`config.mk`:
```
export PLATFORM = sky130hd
export DESIGN_NAME = ins_extract
export DESIGN_NICKNAME = d
export VERILOG_FILES = /design/src/design/extract_pkg.sv /design/src/design/fetch_align.sv /design/src/design/ins_slot_mux.sv /design/src/design/bsr_scan.sv /design/src/design/group_queue.sv /design/src/design/ins_extract.sv
export SDC_FILE = /design/constraint.sdc
export NUM_CORES = 2
export LEC_CHECK = 0
export BUFFER_PORTS_ARGS = -buffer_cell sky130_fd_sc_hd__buf_2
export CORE_AREA = 2 2 525 527
export CTS_CLUSTER_DIAMETER = 200
export CTS_CLUSTER_SIZE = 40
export DETAILED_ROUTE_END_ITERATION = 8
export DIE_AREA = 0 0 527 529
export PLACE_DENSITY = 0.67
export SYNTH_ARGS = -nofsm -noshare
export SYNTH_HDL_FRONTEND = slang
export SYNTH_SLANG_ARGS = --single-unit
```
`constraint.sdc`:
```
create_clock -name clk -period 52.3 [get_ports clk]
set_input_delay 0 -clock clk [delete_from_list [all_inputs] [get_ports clk]]
set_output_delay 0 -clock clk [all_outputs]
set_load 0.02 [all_outputs]
```
`src/design/extract_pkg.sv`:
```
`default_nettype none

package extract_pkg;

	// ============================================================
	// Widths and sizes
	// ============================================================

	localparam int NUM_SLOTS   = 4;
	localparam int PC_W        = 32;
	localparam int LINE_W      = 512;
	localparam int INS_W       = 48;
	localparam int MIP_W       = 12;
	localparam int GROUP_DEPTH = 4;

	// Each instruction is a fixed six bytes, so slot PCs step by this amount
	localparam int INS_BYTES = INS_W / 8;

	// Group queue pointer and occupancy widths
	localparam int GQ_PTR_W = $clog2(GROUP_DEPTH);
	localparam int GQ_CNT_W = $clog2(GROUP_DEPTH + 1);

	localparam logic [PC_W-1:0] RST_PC = 32'hFFFD_0000;

	// ============================================================
	// Opcodes, held in instruction bits 6:0
	// ============================================================

	localparam logic [6:0] OP_NOP   = 7'h3F;
	localparam logic [6:0] OP_QFEXT = 7'h7D;
	localparam logic [6:0] OP_BSR   = 7'h21;
	localparam logic [6:0] OP_IRQ   = 7'h7F;

	localparam logic [INS_W-1:0] NOP_INS = {41'd0, OP_NOP};

	// ============================================================
	// Records
	// ============================================================

	typedef logic [7:0] areg_t;

	// One instruction as cut from the aligned fetch line
	typedef struct packed {
		logic [INS_W-1:0] ins;
		logic [PC_W-1:0]  pc;
	} slot_raw_t;

	// Controls that travel with a fetch line
	typedef struct packed {
		logic             nop;
		logic             branch_miss;
		logic [PC_W-1:0]  miss_pc;
		logic             hirq;
		logic [2:0]       irq_level;
		logic [7:0]       vect;
		logic             mipv;
		logic [MIP_W-1:0] mip;
	} fetch_ctrl_t;

	// A slot after the instruction mux and register decode
	typedef struct packed {
		logic [PC_W-1:0]  pc;
		logic [MIP_W-1:0] mcip;
		logic [INS_W-1:0] ins;
		areg_t            rt;
		areg_t            ra;
		areg_t            rb;
		areg_t            rc;
	} ex_ins_t;

	typedef ex_ins_t [NUM_SLOTS-1:0] group_t;

endpackage

`default_nettype wire

```
`src/design/fetch_align.sv`:
```
`timescale 1ns/10ps
`default_nettype none

module fetch_align (
	input  wire logic                                      clk,
	input  wire logic                                      rst_i,
	input  wire logic                                      en_i,
	input  wire logic                                      stall_i,
	input  wire logic [extract_pkg::PC_W-1:0]              pc_i,
	input  wire logic [extract_pkg::LINE_W-1:0]            line_i,
	input  wire extract_pkg::fetch_ctrl_t                  ctrl_i,
	output extract_pkg::slot_raw_t [extract_pkg::NUM_SLOTS-1:0] slots_o,
	output extract_pkg::fetch_ctrl_t                       ctrl_o,
	output logic                                           fetch_valid_o
);

	logic                               accept;
	logic [extract_pkg::LINE_W-1:0]     line_q;
	logic [extract_pkg::PC_W-1:0]       pc_q;
	extract_pkg::fetch_ctrl_t           ctrl_q;
	logic [8:0]                         shift_amt;
	logic [extract_pkg::LINE_W-1:0]     line_aligned;

	// A line is taken only while the queue has room for it
	assign accept = en_i && !stall_i;

	// ============================================================
	// Capture registers
	// ============================================================

	always_ff @(posedge clk) begin
		if (rst_i) begin
			fetch_valid_o <= 1'b0;
			ctrl_q <= '0;
		end else begin
			// One cycle of valid per accepted line
			fetch_valid_o <= accept;
			if (accept) begin
				ctrl_q <= ctrl_i;
			end
		end
	end

	always_ff @(posedge clk) begin
		if (accept) begin
			line_q <= line_i;
			pc_q <= pc_i;
		end
	end

	assign ctrl_o = ctrl_q;

	// ============================================================
	// Parcel alignment and slot cut
	// ============================================================

	// The start PC selects a 16-bit parcel within the 64-byte line
	assign shift_amt = {pc_q[5:1], 4'd0};
	assign line_aligned = line_q >> shift_amt;

	always_comb begin
		for (int i = 0; i < extract_pkg::NUM_SLOTS; i++) begin
			slots_o[i].ins = line_aligned[i*extract_pkg::INS_W +: extract_pkg::INS_W];
			slots_o[i].pc = pc_q + extract_pkg::PC_W'(i * extract_pkg::INS_BYTES);
		end
	end

endmodule

`default_nettype wire

```
`src/design/ins_slot_mux.sv`:
```
`timescale 1ns/10ps
`default_nettype none

module ins_slot_mux #(
	parameter int SLOT_INDEX = 0
) (
	input  wire extract_pkg::slot_raw_t         raw_i,
	input  wire extract_pkg::slot_raw_t         raw0_i,
	input  wire extract_pkg::fetch_ctrl_t       ctrl_i,
	input  wire logic [extract_pkg::INS_W-1:0]  mc_ins_i,
	output extract_pkg::ex_ins_t                ins_o
);

	logic                              kill;
	logic                              irq_take;
	logic                              qfext;
	logic [extract_pkg::INS_W-1:0]     irq_ins;
	logic [extract_pkg::INS_W-1:0]     sel_ins;
	logic [extract_pkg::PC_W-1:0]      sel_pc;
	logic [extract_pkg::MIP_W-1:0]     sel_mcip;

	// Slots that fall before a branch-miss target must not execute
	assign kill = ctrl_i.nop || (ctrl_i.branch_miss && (ctrl_i.miss_pc > raw_i.pc));

	// An interrupt is held off while a microcode sequence is running
	assign irq_take = ctrl_i.hirq && (ctrl_i.irq_level != 3'd0) && !ctrl_i.mipv;

	always_comb begin
		irq_ins = '0;
		irq_ins[6:0] = extract_pkg::OP_IRQ;
		irq_ins[14:7] = ctrl_i.vect;
		irq_ins[17:15] = ctrl_i.irq_level;
	end

	// ============================================================
	// Instruction source selection
	// ============================================================

	always_comb begin
		if (kill) begin
			sel_ins = extract_pkg::NOP_INS;
			sel_pc = extract_pkg::RST_PC;
			sel_mcip = '0;
		end else if (irq_take) begin
			// The interrupt takes the place of slot 0 and the rest of the group is dropped
			if (SLOT_INDEX == 0) begin
				sel_ins = irq_ins;
				sel_pc = raw0_i.pc;
				sel_mcip = '0;
			end else begin
				sel_ins = extract_pkg::NOP_INS;
				sel_pc = extract_pkg::RST_PC;
				sel_mcip = '0;
			end
		end else if (ctrl_i.mipv) begin
			// Microcode words come in groups of four, so the slot index fills the low bits
			sel_ins = mc_ins_i;
			sel_pc = raw_i.pc;
			sel_mcip = ctrl_i.mip | extract_pkg::MIP_W'(SLOT_INDEX);
		end else begin
			sel_ins = raw_i.ins;
			sel_pc = raw_i.pc;
			sel_mcip = '0;
		end
	end

	// ============================================================
	// Register field decode
	// ============================================================

	assign qfext = (sel_ins[6:0] == extract_pkg::OP_QFEXT);

	always_comb begin
		ins_o.pc = sel_pc;
		ins_o.mcip = sel_mcip;
		ins_o.ins = sel_ins;
		if (qfext) begin
			// The extension opcode carries three more bits for each register number
			ins_o.rt = {sel_ins[38:36], sel_ins[11:7]};
			ins_o.ra = {sel_ins[41:39], sel_ins[16:12]};
			ins_o.rb = {sel_ins[44:42], sel_ins[21:17]};
			ins_o.rc = {sel_ins[47:45], sel_ins[26:22]};
		end else begin
			ins_o.rt = {3'd0, sel_ins[11:7]};
			ins_o.ra = {3'd0, sel_ins[16:12]};
			ins_o.rb = {3'd0, sel_ins[21:17]};
			ins_o.rc = {3'd0, sel_ins[26:22]};
		end
	end

endmodule

`default_nettype wire

```
`src/design/bsr_scan.sv`:
```
`timescale 1ns/10ps
`default_nettype none

module bsr_scan (
	input  wire logic                          clk,
	input  wire logic                          rst_i,
	input  wire logic                          load_i,
	input  wire extract_pkg::group_t           group_i,
	output logic                               do_bsr_o,
	output logic [extract_pkg::PC_W-1:0]       bsr_tgt_o
);

	logic                              found;
	logic [extract_pkg::PC_W-1:0]      tgt;

	// Scan from the top so the lowest BSR slot is the one left standing
	always_comb begin
		found = 1'b0;
		tgt = extract_pkg::RST_PC;
		for (int i = extract_pkg::NUM_SLOTS - 1; i >= 0; i--) begin
			if (group_i[i].ins[6:0] == extract_pkg::OP_BSR) begin
				found = 1'b1;
				// Displacement is bits 47:11, sign-extended then cut to the PC width
				tgt = group_i[i].pc +
					extract_pkg::PC_W'($signed(group_i[i].ins[extract_pkg::INS_W-1:11]));
			end
		end
	end

	// The result stays put until the next group is pushed
	always_ff @(posedge clk) begin
		if (rst_i) begin
			do_bsr_o <= 1'b0;
			bsr_tgt_o <= extract_pkg::RST_PC;
		end else if (load_i) begin
			do_bsr_o <= found;
			bsr_tgt_o <= tgt;
		end
	end

endmodule

`default_nettype wire

```
`src/design/group_queue.sv`:
```
`timescale 1ns/10ps
`default_nettype none

module group_queue (
	input  wire logic                  clk,
	input  wire logic                  rst_i,
	input  wire logic                  push_i,
	input  wire extract_pkg::group_t   group_i,
	input  wire logic                  get_i,
	input  wire logic                  stomp_i,
	output extract_pkg::group_t        group_o,
	output logic                       valid_o,
	output logic                       stall_o
);

	extract_pkg::group_t                   mem [extract_pkg::GROUP_DEPTH];
	logic [extract_pkg::GQ_PTR_W-1:0]      wr_ptr;
	logic [extract_pkg::GQ_PTR_W-1:0]      rd_ptr;
	logic [extract_pkg::GQ_CNT_W-1:0]      count;
	logic                                  do_push;
	logic                                  do_pop;

	function automatic logic [extract_pkg::GQ_PTR_W-1:0] ptr_next(
		input logic [extract_pkg::GQ_PTR_W-1:0] ptr
	);
		if (ptr == extract_pkg::GQ_PTR_W'(extract_pkg::GROUP_DEPTH - 1)) begin
			return '0;
		end
		return ptr + 1'b1;
	endfunction

	// A stomp also throws away the group that is still coming out of the aligner
	assign do_push = push_i && !stomp_i;
	assign do_pop = get_i && !stomp_i && (count != '0);

	// Reserve a place for the group in flight so it always finds room
	assign stall_o = (count + extract_pkg::GQ_CNT_W'(push_i)) >=
		extract_pkg::GQ_CNT_W'(extract_pkg::GROUP_DEPTH);

	// ============================================================
	// Storage and output registers
	// ============================================================

	always_ff @(posedge clk) begin
		if (do_push) begin
			mem[wr_ptr] <= group_i;
		end
	end

	always_ff @(posedge clk) begin
		if (do_pop) begin
			group_o <= mem[rd_ptr];
		end
	end

	// ============================================================
	// Pointers, count and valid
	// ============================================================

	always_ff @(posedge clk) begin
		if (rst_i || stomp_i) begin
			wr_ptr <= '0;
			rd_ptr <= '0;
			count <= '0;
			valid_o <= 1'b0;
		end else begin
			if (do_push) begin
				wr_ptr <= ptr_next(wr_ptr);
			end
			if (do_pop) begin
				rd_ptr <= ptr_next(rd_ptr);
			end
			case ({do_push, do_pop})
				2'b10: count <= count + 1'b1;
				2'b01: count <= count - 1'b1;
				default: count <= count;
			endcase
			// A get on an empty queue shows the consumer there is nothing new
			if (get_i) begin
				valid_o <= (count != '0);
			end
		end
	end

	// Stall must keep the aligner from overrunning the queue
	a_no_push_full: assert property (@(posedge clk) disable iff (rst_i)
		push_i |-> (count < extract_pkg::GQ_CNT_W'(extract_pkg::GROUP_DEPTH)));

	a_stomp_clears: assert property (@(posedge clk) disable iff (rst_i)
		stomp_i |=> !valid_o);

endmodule

`default_nettype wire

```
`src/design/ins_extract.sv`:
```
`timescale 1ns/10ps
`default_nettype none

module ins_extract (
	input  wire logic                                                   clk,
	input  wire logic                                                   rst_i,
	input  wire logic                                                   en_i,
	input  wire logic [extract_pkg::PC_W-1:0]                           pc_i,
	input  wire logic [extract_pkg::LINE_W-1:0]                         line_i,
	input  wire extract_pkg::fetch_ctrl_t                               ctrl_i,
	input  wire logic [extract_pkg::NUM_SLOTS-1:0][extract_pkg::INS_W-1:0] mc_ins_i,
	input  wire logic                                                   get_i,
	input  wire logic                                                   stomp_i,
	output extract_pkg::group_t                                         group_o,
	output logic                                                        valid_o,
	output logic                                                        stall_o,
	output logic                                                        do_bsr_o,
	output logic [extract_pkg::PC_W-1:0]                                bsr_tgt_o
);

	extract_pkg::slot_raw_t [extract_pkg::NUM_SLOTS-1:0] slots;
	extract_pkg::fetch_ctrl_t                            ctrl;
	logic                                                fetch_valid;
	wire extract_pkg::group_t                            dec_group;

	fetch_align u_fetch_align (
		.clk           (clk),
		.rst_i         (rst_i),
		.en_i          (en_i),
		.stall_i       (stall_o),
		.pc_i          (pc_i),
		.line_i        (line_i),
		.ctrl_i        (ctrl_i),
		.slots_o       (slots),
		.ctrl_o        (ctrl),
		.fetch_valid_o (fetch_valid)
	);

	// Microcode words are read in the cycle after the line, from the registered mip
	for (genvar gi = 0; gi < extract_pkg::NUM_SLOTS; gi++) begin : g_slot
		ins_slot_mux #(
			.SLOT_INDEX (gi)
		) u_slot_mux (
			.raw_i    (slots[gi]),
			.raw0_i   (slots[0]),
			.ctrl_i   (ctrl),
			.mc_ins_i (mc_ins_i[gi]),
			.ins_o    (dec_group[gi])
		);
	end

	bsr_scan u_bsr_scan (
		.clk       (clk),
		.rst_i     (rst_i),
		.load_i    (fetch_valid),
		.group_i   (dec_group),
		.do_bsr_o  (do_bsr_o),
		.bsr_tgt_o (bsr_tgt_o)
	);

	group_queue u_group_queue (
		.clk     (clk),
		.rst_i   (rst_i),
		.push_i  (fetch_valid),
		.group_i (dec_group),
		.get_i   (get_i),
		.stomp_i (stomp_i),
		.group_o (group_o),
		.valid_o (valid_o),
		.stall_o (stall_o)
	);

endmodule

`default_nettype wire

```
==> reports/qor.yml <==
status: "complete, but fails checks"
violations: "max-capacitance violations, max-slew violations"
fp-row-count: 192
die_h_um: 529
synth_compound_area_frac: 0.0741
coreArea_um2: 273000
ir_worst_vdd_mv: 0.0291
r2r_start: "u_fetch_align.pc_q[2]"
setup_tns_ps: 0
die_w_um: 527
skew_ps: 50.3
track_usage: 0.393
via_per_inst: 6.45
synth_area_leaders: "edfxtp_1 61%, mux4_2 14%, mux2i_1 2.5%, ha_1 2.5%, nand2_1 2.3%"
reg2reg_slack_ps: 41830
synth_top_family_by_area: "multiplexers"
rsz0062_at_grt: "false"
cts_buffers: 78
grt_max_degree: 142
pin_count: 1331
nets: 11900
synthDistinctLibCells: 99
crit_type: "flip-flop to flip-flop"
internal-power_mw: 3.08
end_kind: "flip-flop"
clkPwrFrac: 0.214
drt_iter0_drc: 14100
cp_max_fo: 138
power.density_nw_per_um2: 28.0
hold_viol: 0
tightest_slew_ps: 1500
seqPwrFrac: 0.576
fmax_mhz: 95.5
critPathLaunchType: "flip-flop"
swShare: 0.293
routedWlPerCell_um: 38.4
whs_endpoint: "u_group_queue.mem[0][294]"
place.gp.congestion: 1.02
min_from: "mc_ins_i[110]"
synth_fa_ha_area_frac: 0.0256
drt-pass1-iter-count: 6
portBuffers: 1330
holdCritPathClass: "primary input to flip-flop"
min_period_over_period: 0.200
maxCapViolations: 1
synth_nets: 9635
cts_sinks: 2720
critical_path_arrival_ps: 11200
vias: 93900
clk_pin_slew_ps: 150
drive_gt1_frac: 0.241
grt_pass1_vias: 90900
clock_latency_ps: 850
r2r_cells: 25
cts_setup_buffers: 0
die-area_um2: 279000
critPathRequiredTime_ps: 53030
finalSetupViolCount: 0
synth_top_area_cell: "edfxtp_1"
yosys_register_bits: 2720
drt_wl_total_mm: 559
combPwrFrac: 0.210
maxSlewHeadroom: -0.000673
syn_area_um2: 130000
avgSynthCellArea_um2: 15.1
synth_xor_xnor_area_share: 0.0132
leakagePower_nw: 55.2
finalPower_mw: 4.35
clockBufferDepth: 3
cts-resized-gates: 0
synth.top_cell.area_share: 0.606
synth.mux.area_fraction: 0.172
area_delta_synth_final_pct: 19.9
r2r-end: "u_bsr_scan.bsr_tgt_o[30]"
place_hpwl_mm: 416
synth_edf_count: 2619
globalRoute.totalOverflow: 0
grt_pass1_wl_mm: 752
hold_buffers: 1323
async_reset_ff_frac: 0
initial_core_util: 0.476
drv_slew: 1
layout_min_cycle_time_ps: 10470
cts_tree: "done"
postRouteAntennaNets: 0
drc: 0
clock-root-buffer: "clkbuf_16"
yosys.area_share.simple: 0.0662
p_sw_mw: 1.28
antenna_found_initial: 57
ys_seq_area_frac: 0.621
hold_depth: 3
synth-main-ff-cell: "edfxtp_1"
synth_cells: 8572
h-tree-depth: 3
yosysWarnings: 0
==> stage by stage <==
| step | worst slack, ps | instances | util | cell area [um2] | hold WS, ps |
|---|---|---|---|---|---|
| global placement | 42310 | 13000 | 0.513 | 140000 | 176 |
| floorplan | 31460 | 8572 | - | 130000 | 98.9 |
| detailed placement | 42170 | 13000 | 0.513 | 140000 | 178 |
| global route | 41220 | 14500 | 0.570 | 156000 | 25.1 |
| finish | 41830 | 14600 | 0.570 | 156000 | 37.5 |
| CTS | 42150 | 14500 | 0.570 | 155000 | 0.305 |
==> worst max-delay path: stages, from the launching register on <==
cell      delay [ps]
edfxtp_1         350
buf_4            710
buf_4            960
buf_4            890
buf_12           590
buf_4            830
mux2_2           440
a22o_1           220
nor2_1           140
mux4_2           380
nor2_1            70
a21oi_1          780
nor2_1           260
ha_1             450
nand3_1          120
a21oi_1           90
o211ai_1         280
a211oi_1         140
o41ai_1          790
o22ai_1          200
buf_4            230
a221o_1          320
a21oi_1          170
xor2_1           160
nor3_1            70
or3_1            360
==> state kept, by name (all words and copies together), names as in the netlist <==
signal / flops
u_group_queue.group_o: 415
u_fetch_align.pc_q: 32
u_fetch_align.line_q: 512
u_group_queue.mem: 1660
u_fetch_align.ctrl_o: 59
u_group_queue.rd_ptr: 2
u_bsr_scan.do_bsr_o: 1
u_fetch_align.fetch_valid_o: 1
u_bsr_scan.bsr_tgt_o: 32
u_group_queue.count: 3
u_group_queue.wr_ptr: 2
u_group_queue.valid_o: 1
==> worst max-delay path by stage <==
| stage | from | slack, ps | cells after the start | to |
|---|---|---|---|---|
| 2_1_floorplan | u_group_queue.count[0] | 31460 | 8 | u_group_queue.count[2] |
| 3_3_place_gp | u_fetch_align.pc_q[2] | 42310 | 25 | u_bsr_scan.bsr_tgt_o[28] |
| 3_5_place_dp | u_fetch_align.pc_q[2] | 42170 | 25 | u_bsr_scan.bsr_tgt_o[30] |
| 4_1_cts | u_fetch_align.pc_q[2] | 42150 | 25 | u_bsr_scan.bsr_tgt_o[30] |
| 5_1_grt | u_fetch_align.pc_q[2] | 41220 | 25 | u_bsr_scan.bsr_tgt_o[28] |
| 6_report | u_fetch_align.pc_q[2] | 41830 | 25 | u_bsr_scan.bsr_tgt_o[30] |
==> layout make-up <==
class / count / area (um2)
clock inverters: 10 / 225
flip-flops and latches: 2720 / 80700
well taps: 3589 / 4490
repair buffers: 2851 / 21600
inverters: 91 / 379
fillers: 21100 / 117000
multi-input cells: 5122 / 46000
diodes: 49 / 123
clock buffers: 119 / 2110
==> power groups by stage <==
stage          Sequential (mW)  Clock (mW)  Combinational [mW]
3_3_place_gp              2.55           0               0.802
3_5_place_dp              2.55           0               0.805
5_1_grt                   2.51        1.00               0.945
4_1_cts                   2.50       0.942               0.884
2_1_floorplan             2.55           0               0.441
6_report                  2.51       0.933               0.915
==> cells in the final DEF, fill, tap and decap left out, types with 48 or more instances in the layout <==
cell,synthesis,final
buf_4,128,180
o211ai_1,64,64
nor2b_1,77,74
clkbuf_16,0,78
mux4_2,792,792
nor2_1,540,533
dfxtp_1,101,98
mux2i_1,324,324
nand4_1,48,48
o21ai_0,219,216
ha_1,258,258
edfxtp_1,2619,2619
xnor2_1,146,146
nand2_1,797,795
o22ai_1,63,62
xor2_1,49,49
dlygate4sd3_1,0,1324
a21o_1,64,64
a21oi_1,561,550
diode_2,0,49
nor3_1,117,111
nand3_1,90,90
buf_2,135,1329
and2_1,81,77
inv_1,75,72
a211oi_1,144,140
mux2_2,116,116
==> cells in the mapped netlist, drive strengths merged, types with 11 or more instances <==
cell type,number
a311oi,29
mux2i,324
o22ai,63
o21a,25
nor2,540
mux2,116
and2,82
nand3,90
dfxtp,101
nand2b,40
nor3,117
clkinv,14
o221ai,25
a22oi,16
or2,23
nand2,797
or3,24
a211o,11
and3,41
a21boi,17
a211oi,145
nor4,16
xor2,49
o21bai,16
clkbuf,242
a31oi,34
nor2b,77
ha,258
mux4,792
a221oi,33
a21oi,562
edfxtp,2619
buf,397
a221o,32
o21ai,224
o31ai,16
a21o,64
nand4,48
xnor2,146
inv,77
o211ai,66
==> metal layers <==
metal / GRT usage / routed length (um) / vias to the layer above / part of all wire
li1: - / - / 38400 / -
met1: 0.511 / 206000 / 48200 / 0.37
met2: 0.608 / 254000 / 6255 / 0.45
met3: 0.0690 / 52900 / 1098 / 0.095
met4: 0.265 / 46100 / 20 / 0.083
met5: 0 / 143 / - / 0.00026
==> kinds of logic after synthesis <==
| kind of cell | after synthesis |
|---|---|
| compound gates | 1499 |
| xor+xnor | 195 |
| fa+ha+maj | 263 |
| buf+inv | 730 |
| flops | 2720 |
| mux | 1232 |
| simple gates | 1933 |
No activity file was read; power rests on OpenSTA's default activity.
